[config.mk]
export PLATFORM = sky130hd
export DESIGN_NAME = cache_ctrl
export DESIGN_NICKNAME = d
export VERILOG_FILES = /design/src/common/wb_cache_pkg.sv /design/src/cache/cache_ctrl.sv
export SDC_FILE = /design/constraint.sdc
export NUM_CORES = 1
export LEC_CHECK = 0
export BUFFER_PORTS_ARGS = -buffer_cell sky130_fd_sc_hd__buf_2
export CORE_MARGIN = 1.5
export CORE_UTILIZATION = 35
export CTS_CLUSTER_SIZE = 40
export DETAILED_ROUTE_END_ITERATION = 10
export GPL_TIMING_DRIVEN = 0
export HOLD_SLACK_MARGIN = 0.06
export PLACE_DENSITY = 0.63
export SLEW_MARGIN = 20
export SYNTH_ARGS = -nofsm -noshare
export SYNTH_HDL_FRONTEND = slang
export SYNTH_SLANG_ARGS = --single-unit
[constraint.sdc]
create_clock -name clk -period 3 [get_ports clk]
set_input_delay 0.15 -clock clk [delete_from_list [all_inputs] [get_ports clk]]
set_output_delay 0.15 -clock clk [all_outputs]
set_load 0.1 [all_outputs]
[src/common/wb_cache_pkg.sv]
// Shared widths and bus records of the two-way write-back cache
// that bridges a Wishbone slave port to an FML burst port

package wb_cache_pkg;

	// Address split: tag | set | word
	localparam int DAT_W     = 32;
	localparam int SEL_W     = 4;
	localparam int WORD_W    = 2;
	localparam int SET_W     = 7;
	localparam int TAG_W     = 15;
	localparam int ADR_W     = TAG_W + SET_W + WORD_W;
	localparam int FML_ADR_W = TAG_W + SET_W;

	typedef struct packed {
		logic [ADR_W-1:0] adr;
		logic [DAT_W-1:0] dat;
		logic [SEL_W-1:0] sel;
		logic             we;
	} wb_req_t;

	// One stored word and its byte valid mask
	typedef struct packed {
		logic [DAT_W-1:0] dat;
		logic [SEL_W-1:0] valid;
	} way_line_t;

	typedef struct packed {
		logic [TAG_W-1:0] tag;
		logic             dirty;
	} tag_entry_t;

	typedef struct packed {
		logic             hit;
		logic             sel_valid;
		logic             dirty;
		logic [TAG_W-1:0] tag;
	} way_stat_t;

	// Fill and spill are one-cycle pulses
	typedef struct packed {
		logic             fill;
		logic             spill;
		logic             way;
		logic [TAG_W-1:0] tag;
		logic [SET_W-1:0] set;
	} mover_cmd_t;

endpackage

[src/cache/cache_ctrl.sv]
// Wishbone side of the cache. Decides hit, spill and fill, keeps
// the per-set LRU bit and drives the port A writes of both ways

`timescale 1ns/1ps

module cache_ctrl import wb_cache_pkg::*; (
	input  logic             clk,
	input  logic             rst,
	input  logic [ADR_W-1:0] wbs_adr_i,
	input  logic [DAT_W-1:0] wbs_dat_i,
	input  logic [SEL_W-1:0] wbs_sel_i,
	input  logic             wbs_cyc_i,
	input  logic             wbs_stb_i,
	input  logic             wbs_we_i,
	output logic [DAT_W-1:0] wbs_dat_o,
	output logic             wbs_ack_o,
	output wb_req_t          req_o,
	input  way_stat_t [1:0]  stat_i,
	input  way_line_t [1:0]  line_i,
	output logic [1:0]       way_we_o,
	output logic [1:0]       tag_we_o,
	output mover_cmd_t       cmd_o,
	input  logic             ls_busy_i
);

	localparam int SETS = 2 ** SET_W;

	typedef enum logic [2:0] {
		S_IDLE, S_READ, S_RSPILL, S_RFILL, S_WRITE, S_WSPILL
	} state_t;

	state_t           state;
	logic             lru_ram [SETS];
	logic             lru_q;
	logic             lru_we;
	logic             acc_way;
	logic [SET_W-1:0] set;
	logic [TAG_W-1:0] tag;
	logic [1:0]       hit;
	logic [1:0]       rd_ok;
	logic             hit_way;
	logic             rd_way;
	logic             tgt_way;
	way_stat_t        tgt;
	logic             issue_fill;
	logic             issue_spill;
	logic             cmd_way;
	logic [TAG_W-1:0] cmd_tag;
	logic             cmd_fill_q;
	logic             cmd_spill_q;
	logic             cmd_way_q;
	logic [TAG_W-1:0] cmd_tag_q;
	logic [SET_W-1:0] cmd_set_q;

	assign req_o = '{adr: wbs_adr_i, dat: wbs_dat_i, sel: wbs_sel_i, we: wbs_we_i};
	assign set   = wbs_adr_i[WORD_W +: SET_W];
	assign tag   = wbs_adr_i[WORD_W + SET_W +: TAG_W];

	assign hit     = {stat_i[1].hit, stat_i[0].hit};
	assign rd_ok   = {stat_i[1].hit & stat_i[1].sel_valid, stat_i[0].hit & stat_i[0].sel_valid};
	assign hit_way = ~hit[0];
	assign rd_way  = ~rd_ok[0];
	// A partly valid hit line is refilled in place, otherwise the LRU way
	assign tgt_way = (|hit) ? hit_way : lru_q;
	assign tgt     = stat_i[tgt_way];

	// ------------------------------
	// LRU bit names the victim way
	// ------------------------------
	initial begin
		for (int i = 0; i < SETS; i++) begin
			lru_ram[i] = 1'b0;
		end
	end

	always_ff @(posedge clk) begin
		if (lru_we)
			lru_ram[set] <= ~acc_way;
		lru_q <= lru_ram[set];
	end

	// ------------------------------
	// Hit handling and mover orders
	// ------------------------------
	always_comb begin
		wbs_ack_o   = 1'b0;
		way_we_o    = 2'b00;
		tag_we_o    = 2'b00;
		lru_we      = 1'b0;
		acc_way     = rd_way;
		issue_fill  = 1'b0;
		issue_spill = 1'b0;
		cmd_way     = tgt_way;
		cmd_tag     = tag;
		case (state)
			S_READ: begin
				if (|rd_ok) begin
					wbs_ack_o = 1'b1;
					lru_we    = 1'b1;
				end else if (!ls_busy_i) begin
					issue_spill = tgt.dirty;
					issue_fill  = ~tgt.dirty;
				end
			end
			S_RSPILL: begin
				// Victim written back, now bring in the requested line
				issue_fill = ~ls_busy_i;
				cmd_way    = cmd_way_q;
			end
			S_WRITE: begin
				acc_way = hit_way;
				if (|hit) begin
					wbs_ack_o         = 1'b1;
					lru_we            = 1'b1;
					way_we_o[hit_way] = 1'b1;
					tag_we_o[hit_way] = 1'b1;
				end else if (!ls_busy_i) begin
					// Write miss allocates through a fill so no stale bytes survive
					issue_spill = tgt.dirty;
					issue_fill  = ~tgt.dirty;
				end
			end
			default: begin
			end
		endcase
		if (issue_spill)
			cmd_tag = tgt.tag;
	end

	assign wbs_dat_o = line_i[rd_way].dat;

	always_ff @(posedge clk) begin
		if (rst) begin
			state       <= S_IDLE;
			cmd_fill_q  <= 1'b0;
			cmd_spill_q <= 1'b0;
		end else begin
			cmd_fill_q  <= issue_fill;
			cmd_spill_q <= issue_spill;
			case (state)
				S_IDLE: begin
					if (wbs_cyc_i && wbs_stb_i)
						state <= wbs_we_i ? S_WRITE : S_READ;
				end
				S_READ: begin
					if (|rd_ok)
						state <= S_IDLE;
					else if (issue_spill)
						state <= S_RSPILL;
					else if (issue_fill)
						state <= S_RFILL;
				end
				S_RSPILL: begin
					if (!ls_busy_i)
						state <= S_RFILL;
				end
				S_RFILL: begin
					if (!ls_busy_i)
						state <= S_READ;
				end
				S_WRITE: begin
					if (|hit)
						state <= S_IDLE;
					else if (!ls_busy_i)
						state <= S_WSPILL;
				end
				S_WSPILL: begin
					// Retry the write once the mover has settled
					if (!ls_busy_i)
						state <= S_WRITE;
				end
				default: state <= S_IDLE;
			endcase
		end
	end

	always_ff @(posedge clk) begin
		if (issue_fill || issue_spill) begin
			cmd_way_q <= cmd_way;
			cmd_tag_q <= cmd_tag;
			cmd_set_q <= set;
		end
	end

	assign cmd_o = '{fill: cmd_fill_q, spill: cmd_spill_q, way: cmd_way_q,
		tag: cmd_tag_q, set: cmd_set_q};

	// Master holds its request until acked
	ack_in_cycle: assert property (@(posedge clk) disable iff (rst)
		wbs_ack_o |-> (wbs_cyc_i && wbs_stb_i));

	cmd_when_idle: assert property (@(posedge clk) disable iff (rst)
		(cmd_o.fill || cmd_o.spill) |-> !$past(ls_busy_i));

endmodule

==> impl_metrics.yaml, run 1 <==
synthesis:
  ys.flop_type: "edfxtp_1"
  synth_nets: 848
  synth.distinct_cells: 41
  synthCells: 674
  yosys.area_share.xor_xnor_pct: 0
  synthMuxAreaShare_pct: 13.07
  async_reset_ff_share_pct: 0
  syn_area_um2: 7934
  synth-edff-count: 151
  synth_top_family_by_area: "simple AND/OR/NAND/NOR gates"
  synth-compound-area-share_pct: 4.983
  ys_seq_area_share_pct: 58.67
  synth-simple-area-share_pct: 14.63
  synthAdderAreaFrac_pct: 0
  ys_ff_latch: 157
  synth_warnings: 0
  avgSynthCellArea_um2: 11.77
outcome:
  status: "completed"
cts:
  cts.clk_slew.worst_paths_ps: 60
  cts.path.max_buffers: 2
  htree_levels: 4
  ctsRootBufferMaster: "clkbuf_16"
  cts_tree: "yes"
  post-cts-setup-buffers: 0
  clock_sinks: 157
  clock_latency_ps: 430
  numCtsBuffers: 17
timing:
  finClkSkew_ps: 8.364
  hold_viol: 0
  slew-limit-headroom_pct: 47.54
  rsz0062_at_grt: "false"
  period_share_pct: 93.29
  finalHoldWorstSlack_ps: 76.55
  fmax_mhz: 357.3
  fin_crit_ps: 2799
  finalMaxSlewViolations: 0
  worst_slew_pin_slew_ps: 785.1
  setup_violations: 0
routing:
  drtPass1Iterations: 6
  via_count: 6189
  drc: 0
  avgViaCountPerCell: 4.975
  drt_iter0_markers: 590
  totalWireLength_um: 22000
  ant_nets: 0
  wl_per_cell_um: 17.68
power:
  seqPwrFrac_pct: 40.5
  powerDensity_nw_per_um2: 586.5
  vdd_drop_max_v: 0.0004088
  clkPwrFrac_pct: 37.9
  leakagePower_uw: 0.003972
  p_switching_uw: 1847
  p_comb_share_pct: 21.5
  power.internal_uw: 4178
  swShare_pct: 30.66
floorplanning:
  die_w_um: 153.6
  rows: 54
  coreArea_um2: 22030
  io_pins: 297
  initial_core_util_pct: 36.02
  die_area_um2: 23580
  die_h_um: 153.6
run:
  drv_cap: 0
grt:
  globalRoute.totalOverflow: 0
  grt_pass1_wl_um: 33780
  antenna_found_initial: 2
  grt_max_degree: 70
  grt.total_usage_pct: 18.77
  grt_pass1_vias: 5999
critical_path:
  crit_type: "input pin to register"
  crit_buf_inv: 6
  r2r_cells: 7
  critPathMaxFanout: 10
  crit_slowest_cell: "dlygate4sd3_1"
  crit_family: "buffers and inverters"
  cp_num_cells: 10
  worstPathArrival_ps: 2940
  crit_path_end_kind: "register"
  cpPeakStageDelay_ps: 570
  required_ps: 3140
  crit_chain: "dlygate4sd3_1 > buf_2 > buf_2 > inv_1 > clkbuf_1 > nand2_1 > nor2_1 > nand2_1 > clkbuf_1 > nor2_1"
  start_kind: "input pin"
final_layout:
  final_cell_mix: "260 x buf_2, 152 x nor2_1, 151 x edfxtp_1, 67 x buf_4, 64 x nand2_1"
  final_common_cell: "buf_2"
  final_util_pct: 46.64
  regArea_um2: 4654
  area_growth_pct: 29.49
  fill_cells: 2024
  drive_above_1_share_pct: 44.18
  multi_input_area_um2: 2613
  nets: 1123
placement:
  dpl.hpwl_um: 16040
  gp_congestion: 0.8329
  port_buffers: 249
worst_hold_path:
  whs_path_depth: 1
  hp-class: "input pin to register"
cell type report:
class,count,share of cell area [%]
sequential,157,45.31
timing repair buffer,257,13.08
clock buffer,21,4.482
tap,280,3.410
antenna,2,0.04872
multi-input combinational,407,25.43
inverter,4,0.1461
clock inverter,11,1.608
buffer,105,6.491
flip-flops by register name, indices dropped and copies added (netlist names):
register     cells
cmd_set_q        7
lru_ram        128
cmd_spill_q      1
cmd_fill_q       1
cmd_tag_q       15
cmd_way_q        1
state            3
lru_q            1
per-stage QoR:
| stage | setup TNS, ps | area [µm²] | instances | setup slack, ps | power, µW |
|---|---|---|---|---|---|
| 3_3_place_gp | -3500 | 9532 | 1203 | -260.6 | 3772 |
| 5_1_grt | 0 | 10270 | 1242 | 10.76 | 6189 |
| 6_report | 0 | 10270 | 1244 | 201.4 | 6025 |
| 3_5_place_dp | 0 | 9577 | 1204 | 277.8 | 3780 |
| 4_1_cts | 0 | 10270 | 1243 | 173.6 | 6056 |
| 2_1_floorplan | 0 | 7935 | 674 | 140.7 | 3495 |
cells in the mapped netlist (2+ instances only):
library cell	number	share of area, %
edfxtp_1	151	57
a31oi_1	16	1.3
nor3_1	9	0.57
and2_1	2	0.16
nor2_1	152	7.2
buf_2	11	0.69
o211ai_1	2	0.19
and3_1	5	0.39
nor3b_1	3	0.28
nand2_1	64	3.0
dfxtp_1	6	1.5
mux2_2	37	5.3
clkbuf_1	23	1.1
nand3b_1	2	0.19
o21ai_0	8	0.50
o221ai_1	3	0.33
buf_4	67	6.3
buf_1	4	0.19
nor4_1	2	0.16
a21oi_1	13	0.82
nand2b_1	3	0.24
a21o_1	2	0.19
mux2i_1	8	1.0
inv_1	4	0.19
o22ai_1	2	0.16
a22oi_1	7	0.66
nand3_1	24	1.5
mux4_2	24	6.8
nor2b_1	8	0.63
power by group through the flow:
stage | clock network [µW] | logic [µW] | registers [µW]
finish | 2280 | 1300 | 2440
global route | 2390 | 1350 | 2440
CTS | 2310 | 1300 | 2440
detailed placement | 0 | 1290 | 2490
global placement | 0 | 1280 | 2490
floorplan | 0 | 941 | 2550
logic make-up after synthesis:
logic type             Yosys count
AO/OA/AOI/OAI                   61
multiplexers                    69
flip-flops                     157
buffers and inverters          110
AND/OR/NAND/NOR                277
layer usage:
layer	global-route usage [%]	vias up	wire length, µm
li1	-	2917	-
met5	0	-	0
met1	23.07	2949	8935
met3	4.340	47	1511
met4	7.859	0	615
met2	31.80	276	10940
repair_timing:
action,4_1_cts,5_1_grt
endpoints found under the hold margin,11,0
endpoints found under the setup margin,0,1
resized for setup,0,0
hold buffers,7,0
path summary, 6_finish.rpt:
| check | start | endpoint | slack, ps |
|---|---|---|---|
| worst max-delay path | wbs_adr_i[3] | lru_ram[60]$_DFFE_PP_ | 200 |
| worst min-delay path | wbs_adr_i[8] | cmd_set_q[6]$_DFFE_PP_ | 80 |
| worst max register to register | state[0]$_SDFFE_PP0P_ | lru_ram[107]$_DFFE_PP_ | 500 |
| worst min register to register | state[0]$_SDFFE_PP0P_ | state[0]$_SDFFE_PP0P_ | 730 |
(Power assumes the default switching activity.)
==> run 2, diff against run 1 <==
--- a/config.mk
+++ b/config.mk
@@ -6,13 +6,15 @@
 export NUM_CORES = 1
 export LEC_CHECK = 0
 export BUFFER_PORTS_ARGS = -buffer_cell sky130_fd_sc_hd__buf_2
+export CELL_PAD_IN_SITES_DETAIL_PLACEMENT = 1
+export CELL_PAD_IN_SITES_GLOBAL_PLACEMENT = 2
 export CORE_MARGIN = 1.5
-export CORE_UTILIZATION = 35
+export CORE_UTILIZATION = 28
 export CTS_CLUSTER_SIZE = 40
 export DETAILED_ROUTE_END_ITERATION = 10
 export GPL_TIMING_DRIVEN = 0
 export HOLD_SLACK_MARGIN = 0.06
-export PLACE_DENSITY = 0.63
+export PLACE_DENSITY = 0.78
 export SLEW_MARGIN = 20
 export SYNTH_ARGS = -nofsm -noshare
 export SYNTH_HDL_FRONTEND = slang
==> run 2 against run 1 <==
  * Fmax is 2.0% higher
  * Global-route usage is 1.8 points lower
  * Sequential share of layout area is 0.25 points lower
  * Clock power is 10% lower
  * Critical path type unchanged
  * Non-clock buffer count stayed put
  * Register-to-register slack worse by 110 ps
  * First-iteration DRC count is 46% lower
  * Utilization is 9.6 points lower
  * Via count is 0.47% higher
  * Clock skew is 3.5 ps lower
  * Combinational power hardly changed
==> impl_metrics.yaml, run 2 (synthesis gave the netlist of run 1 again) <==
final_layout:
  largest_reg_flops: 128
  area_growth_pct: 30.22
  top_regs: "lru_ram x128, cmd_tag_q x15, cmd_set_q x7"
  finalNonFillerCells: 1340
  top_register: "lru_ram"
  drive_above_1_share_pct: 44.18
  final_common_cell: "buf_2"
  nets: 1123
  final_cell_mix: "260 x buf_2, 152 x nor2_1, 151 x edfxtp_1, 67 x buf_4, 64 x nand2_1"
  fill_cells: 3142
  final_util_pct: 37.09
  n_antenna_cell: 0
routing:
  avgViaCountPerCell: 4.640
  via_count: 6218
  wl_per_cell_um: 18.70
  drt_iter0_markers: 320
  ant_nets: 0
  totalWireLength_um: 25050
  drc: 0
  drtPass1Iterations: 4
critical_path:
  cp_num_cells: 8
  critPathMaxFanout: 10
  worstPathArrival_ps: 2880
  crit_buf_inv: 5
  crit_chain: "dlygate4sd3_1 > buf_2 > clkbuf_1 > buf_2 > nor2_1 > nand3_1 > clkbuf_1 > nor2_1"
  cpPeakStageDelay_ps: 530
  start_kind: "input pin"
  crit_family: "buffers and inverters"
  crit_slowest_cell: "dlygate4sd3_1"
  crit_path_end_kind: "register"
  required_ps: 3140
  r2r_cells: 7
  crit_type: "input pin to register"
run:
  drv_cap: 0
outcome:
  status: "completed"
power:
  finalPower_uw: 5807
  powerDensity_nw_per_um2: 562.1
  leakagePower_uw: 0.003934
  vdd_drop_max_v: 0.0004025
worst_hold_path:
  hp-class: "input pin to register"
  whs_path_depth: 1
cts:
  post-cts-setup-buffers: 0
  clock_latency_ps: 420
  htree_levels: 4
  cts_tree: "yes"
  numCtsBuffers: 17
  cts.path.max_buffers: 2
  clock_sinks: 157
  cts.clk_slew.worst_paths_ps: 60
  ctsRootBufferMaster: "clkbuf_16"
timing:
  fmax_mhz: 364.6
  rsz0062_at_grt: "false"
  hold_viol: 0
  worst_slew_pin_slew_ps: 820.9
  period_share_pct: 91.42
  finClkSkew_ps: 4.815
  setup_violations: 0
  fin_setup_tns_ps: 0
  finalHoldWorstSlack_ps: 90.48
  finalMaxSlewViolations: 0
  fin_crit_ps: 2743
  slew-limit-headroom_pct: 45.27
grt:
  antenna_found_initial: 0
  globalRoute.totalOverflow: 0
  grt_pass1_wl_um: 36980
  grt_pass1_vias: 6412
  grt.total_usage_pct: 16.94
  grt_max_degree: 75
placement:
  port_buffers: 249
  dpl.hpwl_um: 18370
  gp_congestion: 0.7940
  dp_cells: 1303
floorplanning:
  die_h_um: 171.3
  io_pins: 297
  coreArea_um2: 27860
  die_w_um: 171.3
  die_area_um2: 29350
  rows: 61
  initial_core_util_pct: 28.48
==> run 2: changes by cell type in the layout (fill, tap and decap cells not counted) <==
cell	delta
buf_1	+1
buf_16	+1
bufinv_16	-3
clkbuf_1	-2
clkbuf_8	-2
clkinv_1	+2
clkinv_2	-1
clkinv_4	+1
clkinvlp_4	+2
diode_2	-2
dlygate4sd3_1	-1
inv_6	+2
==> run 2: layout make-up <==
cell class | count | area (µm²) | area share (%)
timing repair buffer | 257 | 1361 | 13.18
sequential | 157 | 4654 | 45.05
buffer | 105 | 666.9 | 6.455
tap | 378 | 473.0 | 4.578
clock inverter | 14 | 118.9 | 1.151
inverter | 4 | 15.01 | 0.1453
clock buffer | 18 | 429.2 | 4.154
multi-input combinational | 407 | 2613 | 25.29
==> run 2: through the flow <==
stage / instance area, µm² / setup WS (ps)
after floorplan: 7935 / 140.7
after global placement: 9654 / -461.4
after detailed placement: 9727 / 71.00
after CTS: 10330 / 30.62
after global routing: 10330 / 73.15
final: 10330 / 257.3
==> run 2: power by group <==
group          leakage, µW  internal [µW]  total, µW  switching (µW)
Sequential         0.00142           2440       2440            6.49
Combinational      0.00225            310       1310            1000
Clock             0.000262           1140       2050             913
Total              0.00393           3890       5810            1920
==> run 2: metal layers <==
metal	routed length [µm]	vias up	GRT usage, %
li1	-	2909	-
met1	10340	3080	21.02
met2	12950	203	30.03
met3	1399	26	2.738
met4	367	0	5.339
met5	0	-	0
==> run 2: worst paths after layout <==
| kind | from | end | slack [ps] |
|---|---|---|---|
| worst min-delay path | wbs_adr_i[5] | cmd_set_q[3]$_DFFE_PP_ | 90 |
| worst max-delay path | wbs_adr_i[4] | lru_ram[40]$_DFFE_PP_ | 260 |
| worst min register to register | state[0]$_SDFFE_PP0P_ | state[0]$_SDFFE_PP0P_ | 740 |
| worst max register to register | state[0]$_SDFFE_PP0P_ | lru_ram[37]$_DFFE_PP_ | 390 |
==> run 2: what timing repair did <==
item / CTS / global route
resized for setup: 0 / 1
endpoints found under the setup margin: 0 / 10
hold endpoints to repair: 10 / 0
hold buffers: 6 / 0
