**src/common/wb_cache_pkg.sv**
```systemverilog
// Shared widths and bus records of the two-way write-back cache
// that bridges a Wishbone slave port to an FML burst port

package wb_cache_pkg;

	// Address split: tag | set | word
	localparam int DAT_W     = 32;
	localparam int SEL_W     = 4;
	localparam int WORD_W    = 2;
	localparam int SET_W     = 7;
	localparam int TAG_W     = 15;
	localparam int ADR_W     = TAG_W + SET_W + WORD_W;
	localparam int FML_ADR_W = TAG_W + SET_W;

	typedef struct packed {
		logic [ADR_W-1:0] adr;
		logic [DAT_W-1:0] dat;
		logic [SEL_W-1:0] sel;
		logic             we;
	} wb_req_t;

	// One stored word and its byte valid mask
	typedef struct packed {
		logic [DAT_W-1:0] dat;
		logic [SEL_W-1:0] valid;
	} way_line_t;

	typedef struct packed {
		logic [TAG_W-1:0] tag;
		logic             dirty;
	} tag_entry_t;

	typedef struct packed {
		logic             hit;
		logic             sel_valid;
		logic             dirty;
		logic [TAG_W-1:0] tag;
	} way_stat_t;

	// Fill and spill are one-cycle pulses
	typedef struct packed {
		logic             fill;
		logic             spill;
		logic             way;
		logic [TAG_W-1:0] tag;
		logic [SET_W-1:0] set;
	} mover_cmd_t;

endpackage

```
**src/cache/line_mover.sv**
```systemverilog
// Load/store engine. Spills a victim line as an FML write burst and
// fills a line from an FML read burst through port B of the ways

`timescale 1ns/1ps

module line_mover import wb_cache_pkg::*; (
	input  logic              clk,
	input  logic              rst,
	input  mover_cmd_t        cmd_i,
	output logic              ls_busy_o,
	output logic [SET_W-1:0]  b_set_o,
	output logic [WORD_W-1:0] b_word_o,
	output logic [1:0]        b_we_o,
	output logic [1:0]        b_tag_we_o,
	output logic [TAG_W-1:0]  b_tag_o,
	output logic [DAT_W-1:0]  b_dat_o,
	input  way_line_t [1:0]   b_line_i,
	output logic              fml_rd_o,
	output logic              fml_wr_o,
	output logic [DAT_W-1:0]  fml_wdat_o,
	output logic [SEL_W-1:0]  fml_wbe_o,
	output logic              fml_wnext_o,
	input  logic              fml_done_i,
	input  logic              fml_rempty_i,
	input  logic [DAT_W-1:0]  fml_rdat_i,
	output logic              fml_rnext_o
);

	typedef enum logic [1:0] {L_IDLE, L_SPILL, L_WAITDONE, L_FILL} ls_state_t;

	ls_state_t         state;
	logic [WORD_W-1:0] cnt;
	logic              way_q;
	logic              wnext_q;
	logic              fill_full;
	logic              fill_wr;
	logic              tag_wr;

	assign ls_busy_o = (state != L_IDLE) || cmd_i.fill || cmd_i.spill;

	// Take a word whenever the read FIFO has one
	assign fill_wr = (state == L_FILL) && !fml_rempty_i && !fill_full;
	assign tag_wr  = (fill_wr && (cnt == '1)) ||
		((state == L_WAITDONE) && fml_wr_o && fml_done_i);

	assign b_word_o    = cnt;
	assign b_dat_o     = fml_rdat_i;
	assign b_we_o      = fill_wr ? (way_q ? 2'b10 : 2'b01) : 2'b00;
	assign b_tag_we_o  = tag_wr ? (way_q ? 2'b10 : 2'b01) : 2'b00;
	assign fml_rnext_o = fill_wr;

	// Port B read lags its address by one cycle
	assign fml_wnext_o = wnext_q;
	assign fml_wdat_o  = b_line_i[way_q].dat;
	assign fml_wbe_o   = b_line_i[way_q].valid;

	always_ff @(posedge clk) begin
		if ((state == L_IDLE) && (cmd_i.fill || cmd_i.spill)) begin
			way_q   <= cmd_i.way;
			b_tag_o <= cmd_i.tag;
			b_set_o <= cmd_i.set;
		end
	end

	always_ff @(posedge clk) begin
		if (rst) begin
			state     <= L_IDLE;
			cnt       <= '0;
			wnext_q   <= 1'b0;
			fill_full <= 1'b0;
			fml_rd_o  <= 1'b0;
			fml_wr_o  <= 1'b0;
		end else begin
			wnext_q <= (state == L_SPILL);
			case (state)
				L_IDLE: begin
					cnt <= '0;
					if (cmd_i.spill) begin
						state <= L_SPILL;
					end else if (cmd_i.fill) begin
						state    <= L_FILL;
						fml_rd_o <= 1'b1;
					end
				end
				L_SPILL: begin
					cnt <= cnt + 1'b1;
					if (cnt == '1)
						state <= L_WAITDONE;
				end
				L_WAITDONE: begin
					// Last wnext goes out before wr rises
					if (!fml_wr_o) begin
						fml_wr_o <= 1'b1;
					end else if (fml_done_i) begin
						fml_wr_o <= 1'b0;
						state    <= L_IDLE;
					end
				end
				L_FILL: begin
					if (fill_wr) begin
						cnt <= cnt + 1'b1;
						if (cnt == '1)
							fill_full <= 1'b1;
					end
					if (fml_done_i)
						fml_rd_o <= 1'b0;
					// Leave only with all four words and the burst closed
					if (fill_full && !fml_rd_o) begin
						fill_full <= 1'b0;
						state     <= L_IDLE;
					end
				end
				default: state <= L_IDLE;
			endcase
		end
	end

	rd_wr_exclusive: assert property (@(posedge clk) disable iff (rst)
		!(fml_rd_o && fml_wr_o));

endmodule

```
**config.mk**
```make
export PLATFORM = sky130hd
export DESIGN_NAME = line_mover
export DESIGN_NICKNAME = d
export VERILOG_FILES = /design/src/common/wb_cache_pkg.sv /design/src/cache/line_mover.sv
export SDC_FILE = /design/constraint.sdc
export NUM_CORES = 1
export LEC_CHECK = 0
export ABC_AREA = 1
export BUFFER_PORTS_ARGS = -buffer_cell sky130_fd_sc_hd__buf_2
export CORE_ASPECT_RATIO = 0.8
export CORE_MARGIN = 1.5
export CORE_UTILIZATION = 25
export DETAILED_ROUTE_END_ITERATION = 10
export PLACE_DENSITY = 0.66
export SLEW_MARGIN = 25
export SYNTH_ARGS = -nofsm -noshare
export SYNTH_HDL_FRONTEND = slang
export SYNTH_SLANG_ARGS = --single-unit
```
**constraint.sdc**
```tcl
create_clock -name clk -period 6.11 [get_ports clk]
set_clock_uncertainty 0.2 [all_clocks]
set_input_delay 0 -clock clk [delete_from_list [all_inputs] [get_ports clk]]
set_output_delay 0 -clock clk [all_outputs]
set_load 0.01 [all_outputs]
```
==> results of run 1 <==
[power groups by stage]
stage / Combinational (mW) / Clock (mW) / Sequential, mW
final: 0.416 / 0.147 / 0.326
after global placement: 0.375 / 0 / 0.326
after detailed placement: 0.378 / 0 / 0.329
after global routing: 0.464 / 0.159 / 0.333
after CTS: 0.419 / 0.151 / 0.325
after floorplan: 0.206 / 0 / 0.350
[worst register-to-register path, stage by stage (launching register included)]
cell and delay, ps:
dfxtp_1 510, nand2_1 130, inv_2 100, nand2_1 50
nand2_1 50, a21oi_1 50, dlygate4sd3_1 550
[kinds of logic (layout without fill, tap and decap cells)]
group	Yosys count	after routing	share of synthesized area, %
AOI/OAI and AO/OA	10	10	2.91
adders and majority gates	1	1	0.694
DFF	31	31	47.2
and+or+nand+nor	144	144	31.0
buffers and inverters	53	251	18.2
[worst min path at each step]
stage	cells after the start	startpoint	end
finish	4	b_line_i[4]	fml_wdat_o[0]
global route	4	b_line_i[5]	fml_wdat_o[1]
CTS	4	b_line_i[4]	fml_wdat_o[0]
detailed placement	0	fml_rdat_i[25]	b_dat_o[25]
global placement	0	fml_rdat_i[25]	b_dat_o[25]
floorplan	1	rst	b_word_o[1]
[what timing repair did]
action | 4_1_cts | 5_1_grt
setup buffers | 0 | 0
resized for setup | 0 | 0
hold buffers | 61 | 0
endpoints found under the hold margin | 63 | 0
setup endpoints to repair | 0 | 0
[layer usage]
metal / global-route usage, % / part of all wire [%] / vias up / wire, µm
met5: 0 / 0 / - / 0
met4: 4.71 / 1.9 / 0 / 132
met1: 19.7 / 38 / 961 / 2620
met3: 4.23 / 8.3 / 16 / 578
met2: 32.1 / 52 / 132 / 3610
li1: - / - / 1101 / -
[layout by cell type (no fill, tap or decap)]
cell type | Yosys | routed
buf_2 | 7 | 169
buf_4 | 32 | 2
inv_1 | 10 | 9
o21ai_0 | 5 | 5
clkinv_1 | 0 | 1
edfxtp_1 | 23 | 23
inv_2 | 2 | 3
a21oi_1 | 4 | 4
nor2_1 | 12 | 12
dlygate4sd3_1 | 0 | 61
clkbuf_8 | 0 | 5
nand2_1 | 125 | 125
nor3_2 | 1 | 2
nand3_1 | 4 | 4
clkinv_2 | 0 | 1
o21bai_1 | 1 | 1
dfxtp_1 | 8 | 8
nand3_2 | 1 | 1
ha_1 | 1 | 1
[cell type report]
cell class | instances | area, µm²
fill | 670 | 3740
timing repair buffer | 232 | 1470
sequential | 31 | 851
multi-input combinational | 155 | 629
tap | 87 | 109
clock buffer | 5 | 68.8
inverter | 12 | 45.0
clock inverter | 2 | 8.76
[state kept, by name (all words and copies together), names as in the netlist]
name and cells:
b_tag_o 15, b_set_o 7, b_word_o 2, state 2
fill_full 1, fml_rd_o 1, fml_wnext_o 1, fml_wr_o 1
way_q 1
[metrics by stage]
| stage | worst slack (ps) | cells | util, % |
|---|---|---|---|
| after floorplan | 3360 | 239 | - |
| after global placement | 4280 | 456 | 36.0 |
| after detailed placement | 4630 | 456 | 36.0 |
| after CTS | 4340 | 524 | 46.0 |
| after global routing | 4190 | 524 | 46.0 |
| final | 4340 | 524 | 46.0 |
==> results_dict.tcl, run 1 <==
set metrics [dict create \
    cap_viol_max_count 0 \
    postSynthNetCount 373 \
    crit_path_top_delay_cell "dfxtp_1" \
    cp_max_fo 9 \
    drive_gt1_share_pct 41.9 \
    drc 0 \
    avgRoutedWirePerCell_um 13.2 \
    global_route.overflow_total 0 \
    synthMostInstantiatedCell "nand2_1" \
    clkSlewWorstSetupHoldPaths_ps 60 \
    timing.max_slew.rel_slack_pct 60.2 \
    p_per_area_nw_per_um2 279 \
    comb_power_share_pct 46.8 \
    p_switching_uw 348 \
    count_of_unique_library_cells_instantiated_by_yosys 17 \
    yosys_most_used_dff "edfxtp_1" \
    chipWidth_um 97.9 \
    final_nets 571 \
    kind_of_cell_adding_the_most_delay_to_the_critical_path "flip-flops" \
    via_count_of_the_first_global_routing_pass 2226 \
    floorplan.initialDensity_pct 26.0 \
    async_flop_share_pct 0 \
    commonest_cells_in_the_netlist "125 x nand2_1, 32 x buf_4, 23 x edfxtp_1" \
    flip_flop_and_latch_count_after_synthesis 31 \
    outcome "complete, no violations" \
    worstRegToRegCells 6 \
    rsz0062_at_grt "false" \
    drc_marker_count_from_the_first_detailed_route_iteration 80 \
    timing_worst_setup_path_type "reg2out" \
    max-clock-path-buffers 2 \
    syn_inst 239 \
    cts.sinks 31 \
    count_of_antenna_diodes_in_the_layout 0 \
    syn-mean-instance-area_um2 7.54 \
    crit_path_start_kind "flop" \
    floorplan.die_area_um2 7730 \
    min_period_over_period_pct 28.9 \
    clock_tree_from_tritoncts "built" \
    routed_via_density 4.22 \
    synthesis.area_um2 1800 \
    min_period_ps 1770 \
    worst_ep_required_time_ps 5910 \
    flop_pwr_share_pct 36.6 \
    core-area_um2 6930 \
    worstSetupEndpoint "b_tag_we_o[0]" \
    area_growth_syn_to_layout_pct 76.5 \
    number_of_nets_with_antenna_violations_after_detailed_routing 0 \
    leakagePower_nw 1.74 \
    path_cells "nand2_1 -> inv_2 -> nand3_2 -> o21bai_1 -> inv_1 -> nor2_1 -> buf_2" \
    io_pins 234 \
    first_pass_grt_wire_length_mm 10.7 \
    post_dp_cell_area_um2 2490 \
    setup_total_negative_slack_ps 0 \
    regToRegSetupSlack_ps 4370 \
    fin_hold_ws_ps 71.1 \
    p_clk_share_pct 16.5 \
    switching_share_pct 39.2 \
    h-tree-depth 2 \
    p_total_uw 888 \
    vdd_drop_max_v 0.000217 \
    i_o_buffers 169 \
    setup.worst_path.start "state[0]" \
    finalSetupViolations 0 \
    synth_largest_type_area_fraction_pct 38.3 \
    placement_rows 27 \
    reg2reg_to "fml_rd_o" \
    tightest_slew_ps 597 \
    placer_congestion_estimate 0.813 \
    yosys_warnings 0 \
    clock_latency_ps 280 \
    cp_slowest_stage_delay_ps 510 \
    power.internal_uw 540 \
    signal_arrival_time_at_the_worst_endpoint_ps 1570 \
    synth.yosys.seq_area_share_pct 47.2 \
    slew_limit_fails 0 \
    achievable_freq_ghz 0.566 \
    crit-reg2reg-launch "state[0]" \
    path_buf_inv 3 \
    detailed_place_hpwl_mm 4.87 \
    drt_pre_antenna_iters 6 \
    crit_path_cell_count 7 \
    top_cell_type_by_total_area_after_synthesis "edfxtp_1" \
    finalHoldViolCount 0 \
    synth_edf_count 23 \
    cts_inserted_buffers 5 \
    wl_mm 6.94 \
    cts-root-buf "clkbuf_8" \
    post_synth_main_area_contributors "edfxtp_1 38%, nand2_1 26%, buf_4 13%" \
    via_count 2210 \
    min-delay-path-class "in2out" \
    floorplan_die_height_um 79.0 \
    design_area_um2 3180 \
    grt_usage_pct 17.2 \
    crit_path_end_kind "output port" \
    grt_antenna_before_repair 0 \
    grt_max_degree 39 \
]
Power figures use the tool's default switching activity.
==> inputs of run 2 (changes only) <==
--- a/config.mk
+++ b/config.mk
@@ -5,13 +5,11 @@
 export SDC_FILE = /design/constraint.sdc
 export NUM_CORES = 1
 export LEC_CHECK = 0
-export ABC_AREA = 1
+export ABC_AREA = 0
 export BUFFER_PORTS_ARGS = -buffer_cell sky130_fd_sc_hd__buf_2
-export CORE_ASPECT_RATIO = 0.8
-export CORE_MARGIN = 1.5
-export CORE_UTILIZATION = 25
+export CORE_AREA = 2 2 91 93
 export DETAILED_ROUTE_END_ITERATION = 10
-export PLACE_DENSITY = 0.66
+export DIE_AREA = 0 0 93 95
 export SLEW_MARGIN = 25
 export SYNTH_ARGS = -nofsm -noshare
 export SYNTH_HDL_FRONTEND = slang
==> constraint.sdc (replaced) <==
create_clock -name clk -period 1.75 [get_ports clk]
set_clock_uncertainty 0.2 [all_clocks]
set_input_delay 0 -clock clk [delete_from_list [all_inputs] [get_ports clk]]
set_output_delay 0 -clock clk [all_outputs]
set_load 0.01 [all_outputs]
==> results_dict.tcl, run 2 <==
set metrics [dict create \
    num-fill-cells 769 \
    synthMuxAreaShare_pct 22.7 \
    synthMostInstantiatedCell "mux2_2" \
    worst_ep_required_time_ps 1550 \
    final_cell_count_no_fill 453 \
    top_cell_type_by_total_area_after_synthesis "edfxtp_1" \
    number_of_nets_with_antenna_violations_after_detailed_routing 0 \
    preCtsSetupSlack_ps 202 \
    via_count 1870 \
    fin_hold_ws_ps 113 \
    cts.sinks 31 \
    synth_largest_type_area_fraction_pct 38.7 \
    via_count_of_the_first_global_routing_pass 1803 \
    cap_viol_max_count 0 \
    grt_max_degree 41 \
    floorplan_die_height_um 95 \
    setup_total_negative_slack_ps 0 \
    h-tree-depth 2 \
    placer_congestion_estimate 0.823 \
    largest_register "b_tag_o" \
    register_area_um2 856 \
    rsz0062_at_grt "false" \
    crit-reg2reg-launch "state[0]" \
    yosys_warnings 0 \
    io_pins 234 \
    timing.max_slew.rel_slack_pct 80.7 \
    avgRoutedWirePerCell_um 14.5 \
    async_flop_share_pct 0 \
    count_of_unique_library_cells_instantiated_by_yosys 27 \
    crit_path_start_kind "flop" \
    synthesis.area_um2 1790 \
    drt_pre_antenna_iters 4 \
    reg2reg_to "fml_rd_o" \
    detailed_place_hpwl_mm 4.62 \
    worst_slack_ps 120 \
    most-common-layout-cells "169 x buf_2, 60 x dlygate4sd3_1, 36 x mux2_2" \
    max-clock-path-buffers 2 \
    count_of_antenna_diodes_in_the_layout 0 \
    min_period_ps 1630 \
    min-delay-path-class "in2out" \
    slew_limit_fails 0 \
    flip_flop_and_latch_count_after_synthesis 31 \
    vdd_drop_max_v 0.000555 \
    signal_arrival_time_at_the_worst_endpoint_ps 1430 \
    achievable_freq_ghz 0.614 \
    p_per_area_nw_per_um2 695 \
    drive_gt1_share_pct 62.4 \
    syn-mean-instance-area_um2 12.1 \
    regToRegSetupSlack_ps 390 \
    placement_rows 33 \
    area_growth_syn_to_layout_pct 80.9 \
    worstRegToRegCells 2 \
    global_route.overflow_total 0 \
    top_regs "b_tag_o (15), b_set_o (7)" \
    worstSetupEndpoint "b_tag_we_o[1]" \
    timing_worst_setup_path_type "reg2out" \
    cts-root-buf "clkbuf_8" \
    path_cells "and4b_1 -> a21oi_1 -> nor2b_1 -> buf_2" \
    setup.worst_path.start "state[0]" \
    synth_simple_gate_area_share_pct 9.39 \
    grt_usage_pct 12.7 \
    p_total_mw 2.25 \
    final_nets 481 \
    layout.cells.most_common "buf_2" \
    clkSlewWorstSetupHoldPaths_ps 70 \
    total_area_of_multi_input_combinational_cells_um2 661 \
    tightest_slew_ps 288 \
    utilization_pct 40.8 \
    first_pass_grt_wire_length_mm 8.59 \
    clock_latency_ps 280 \
    clock_tree_from_tritoncts "built" \
    postSynthNetCount 282 \
    leakagePower_nw 1.53 \
    yosys_most_used_dff "edfxtp_1" \
    post_synth_main_area_contributors "edfxtp_1 39%, mux2_2 23%, buf_4 13%" \
    synth-compound-area-share_pct 3.57 \
    crit_path_end_kind "output port" \
    post_dp_cell_area_um2 2540 \
    synth_top_family_by_area "multiplexers" \
    drc_marker_count_from_the_first_detailed_route_iteration 63 \
    core-area_um2 7930 \
    numPlacedInstances 385 \
    synthAdderAreaFrac_pct 0.701 \
    grt_antenna_before_repair 0 \
    synth_xor_area_share_pct 0 \
    cp_max_fo 14 \
    syn_inst 148 \
    commonest_cells_in_the_netlist "36 x mux2_2, 32 x buf_4, 23 x edfxtp_1" \
    i_o_buffers 169 \
    cts_inserted_buffers 5 \
    finalHoldViolCount 0 \
    crit_path_top_delay_cell "dfxtp_2" \
    chipWidth_um 93 \
    drc 0 \
    min_period_over_period_pct 93.1 \
    wl_mm 6.58 \
    floorplan.initialDensity_pct 22.5 \
    cp_slowest_stage_delay_ps 470 \
    number_of_flip_flops_in_the_largest_register 15 \
    outcome "complete, no violations" \
    floorplan.die_area_um2 8840 \
    synth.yosys.seq_area_share_pct 47.7 \
    synth_edf_count 23 \
    routed_via_density 4.13 \
    design_area_um2 3230 \
    finalSetupViolations 0 \
]
## run 2: changes by cell type in the layout (fill, tap and decap cells not counted), sizes merged, moves of 3 or more
cell | previous run | this run
nand2 | 125 | 2
mux2 | 0 | 36
inv | 12 | 3
nor2 | 12 | 5
nor2b | 0 | 3
## run 2: timing repair
action | 4_1_cts | 5_1_grt
hold buffers | 60 | 0
endpoints found under the setup margin | 4 | 1
hold endpoints to repair | 63 | 0
resized for setup | 2 | 1
setup buffers | 0 | 0
## run 2: worst min-delay path by stage
| stage | start | to | slack [ps] | cells past startpoint |
|---|---|---|---|---|
| floorplan | fml_rdat_i[0] | b_dat_o[0] | -110 | 1 |
| global placement | fml_rdat_i[16] | b_dat_o[16] | -200 | 0 |
| detailed placement | fml_rdat_i[16] | b_dat_o[16] | -200 | 0 |
| CTS | b_line_i[32] | fml_wdat_o[28] | 110 | 3 |
| global route | b_line_i[4] | fml_wdat_o[0] | 120 | 3 |
| finish | b_line_i[16] | fml_wdat_o[12] | 110 | 3 |
## run 2: area by class of cell
class	count	area share, %
Clock inverter	2	0.387
Sequential cell	31	26.5
Tap cell	105	4.07
Multi-Input combinational cell	75	20.4
Inverter	3	0.349
Timing Repair Buffer	231	46.0
Clock buffer	6	2.25
## run 2: power by group
part	leakage, nW	internal, mW	switching (mW)	total [mW]
sequential	0.288	0.887	0.0471	0.935
clock	0.0412	0.278	0.271	0.549
combinational	1.20	0.412	0.350	0.762
## run 2: logic make-up after synthesis
family | after synthesis
AO/OA/AOI/OAI | 11
adder cells (fa/ha/maj) | 1
buffers and inverters | 42
flip-flops | 31
multiplexers | 36
AND/OR/NAND/NOR | 27
## run 2: metal layers
layer  routed length [µm]  GRT usage (%)  vias to the layer above
met5                    0              0                        -
met4                  155           5.64                        0
met3                  538           3.11                       16
met2                 3520           24.5                      109
met1                 2360           12.8                      845
li1                     -              -                      900
## run 2: worst max-delay path, delay by kind of cell (launching register included)
| family | cells | cell delay [ps] |
|---|---|---|
| AO/OA/AOI/OAI | 1 | 200 |
| buffers and inverters | 1 | 140 |
| flip-flops | 1 | 470 |
| AND/OR/NAND/NOR | 2 | 350 |
==> inputs of run 3 (changes only) <==
==> constraint.sdc (replaced) <==
create_clock -name clk -period 1.9 [get_ports clk]
set_clock_uncertainty 0.2 [all_clocks]
set_input_delay 0 -clock clk [delete_from_list [all_inputs] [get_ports clk]]
set_output_delay 0 -clock clk [all_outputs]
set_load 0.01 [all_outputs]
==> results_dict.tcl, run 3 (synthesis gave the netlist of run 2 again) <==
set metrics [dict create \
    timing.hold.worst_endpoint "fml_wdat_o[12]" \
    grt_max_degree 40 \
    drt_pre_antenna_iters 4 \
    avgRoutedWirePerCell_um 14.1 \
    via_count_of_the_first_global_routing_pass 1736 \
    path_buf_inv 1 \
    top_regs "b_tag_o (15), b_set_o (7)" \
    clkSlewWorstSetupHoldPaths_ps 60 \
    outcome "complete, no violations" \
    slew_limit_fails 0 \
    comb_power_share_pct 31.3 \
    max-clock-path-buffers 2 \
    worst_min_delay_path_startpoint "b_line_i[16]" \
    leakagePower_nw 1.54 \
    most-common-layout-cells "169 x buf_2, 60 x dlygate4sd3_1, 36 x mux2_2" \
    p_total_mw 2.19 \
    min_delay_path_depth 3 \
    reg2reg_to "b_tag_o[8]" \
    routed_via_density 4.12 \
    global_route.overflow_total 0 \
    largest_register "b_tag_o" \
    total_area_of_multi_input_combinational_cells_um2 661 \
    signal_arrival_time_at_the_worst_endpoint_ps 1560 \
    tightest_slew_ps 438 \
    number_of_flip_flops_in_the_largest_register 15 \
    crit-reg2reg-launch "state[0]" \
    switching_share_pct 27.9 \
    area_growth_syn_to_layout_pct 81.6 \
    drive_gt1_share_pct 62.4 \
    drc_marker_count_from_the_first_detailed_route_iteration 68 \
    min_period_over_period_pct 92.8 \
    cp_max_fo 14 \
    floorplan_die_height_um 95 \
    p_switching_uw 610 \
    min-delay-path-class "in2out" \
    h-tree-depth 2 \
    wl_mm 6.40 \
    rsz0062_at_grt "false" \
    grt_usage_pct 12.5 \
    cts_inserted_buffers 5 \
    crit_path_top_delay_cell "dfxtp_1" \
    worst_ep_required_time_ps 1700 \
    count_of_antenna_diodes_in_the_layout 0 \
    flop_pwr_share_pct 39.4 \
    cp_slowest_stage_delay_ps 590 \
    crit_path_end_kind "output port" \
    i_o_buffers 169 \
    vdd_drop_max_v 0.000555 \
    detailed_place_hpwl_mm 4.60 \
    timing_worst_setup_path_type "reg2out" \
    floorplan.initialDensity_pct 22.5 \
    io_pins 234 \
    clock_tree_from_tritoncts "built" \
    kind_of_cell_adding_the_most_delay_to_the_critical_path "flip-flops" \
    number_of_nets_with_antenna_violations_after_detailed_routing 0 \
    crit_path_start_kind "flop" \
    finalSetupViolations 0 \
    register_area_um2 852 \
    achievable_freq_ghz 0.567 \
    crit_path_cell_count 4 \
    layout.cells.most_common "buf_2" \
    cts-root-buf "clkbuf_8" \
    chipWidth_um 93 \
    clock_latency_ps 280 \
    timing.max_slew.rel_slack_pct 70.8 \
    p_per_area_nw_per_um2 674 \
    placement_rows 33 \
    worstRegToRegCells 2 \
    final_nets 481 \
    core-area_um2 7930 \
    finalHoldViolCount 0 \
    cts.sinks 31 \
    cts_setup_buffers 0 \
    setup_total_negative_slack_ps 0 \
    floorplan.die_area_um2 8840 \
    drc 0 \
    first_pass_grt_wire_length_mm 8.47 \
    cap_viol_max_count 0 \
    placer_congestion_estimate 0.758 \
    num-fill-cells 784 \
    p_clk_share_pct 29.3 \
    regToRegSetupSlack_ps 400 \
    min_period_ps 1760 \
    via_count 1868 \
    path_cells "and4b_1 -> a21oi_1 -> nor2b_1 -> buf_2" \
    power.internal_mw 1.58 \
    grt_antenna_before_repair 0 \
]
[run 3: per-layer routing]
layer  vias to the layer above  GRT usage, %  routed length [µm]  share of wire (%)
li1                        896             -                   -                  -
met1                       850          13.3                2230                 35
met2                       110          24.2                3540                 55
met3                        12          2.87                 524                8.2
met4                         0          3.92                 111                1.7
met5                         -             0                   0                  0
[run 3: worst min-delay path, stage by stage]
cell	delay (ps)
buf_2	70
mux2_2	120
buf_2	120
[run 3: how the worst max path moves through the flow]
stage / to / slack, ps / from
3_5_place_dp: b_tag_o[5] / 370 / state[1]
4_1_cts: b_tag_we_o[1] / 60 / state[1]
5_1_grt: b_tag_we_o[1] / 7 / state[0]
3_3_place_gp: b_tag_o[10] / 390 / state[1]
2_1_floorplan: b_set_o[0] / 160 / state[0]
6_report: b_tag_we_o[1] / 140 / state[0]
[run 3: timing repair]
action | CTS | global route
hold buffers | 60 | 0
resized for setup | 0 | 1
endpoints found under the setup margin | 0 | 2
hold endpoints to repair | 63 | 0
[run 3: through the flow]
stage	instances	hold WS [ps]	area, µm²	setup slack [ps]	utilization, %
after floorplan	148	-108	1800	164	-
after global placement	385	-200	2530	392	31.9
after detailed placement	385	-200	2530	368	31.9
after CTS	453	113	3240	63.7	40.9
after global routing	453	121	3240	6.52	40.9
final	453	112	3240	137	40.9
[run 3: power groups by stage]
| stage | combinational (mW) | clock (mW) | sequential (mW) |
|---|---|---|---|
| after floorplan | 0.330 | 0 | 0.892 |
| after global placement | 0.563 | 0 | 0.873 |
| after detailed placement | 0.566 | 0 | 0.875 |
| after CTS | 0.689 | 0.658 | 0.861 |
| after global routing | 0.740 | 0.694 | 0.870 |
| final | 0.684 | 0.641 | 0.861 |
[run 3: area by class of cell]
cell class	instances	share of cell area, %
timing repair buffer	231	45.5
sequential	31	26.3
multi-input combinational	75	20.4
tap	105	4.05
clock buffer	5	2.12
clock inverter	3	1.35
inverter	3	0.347
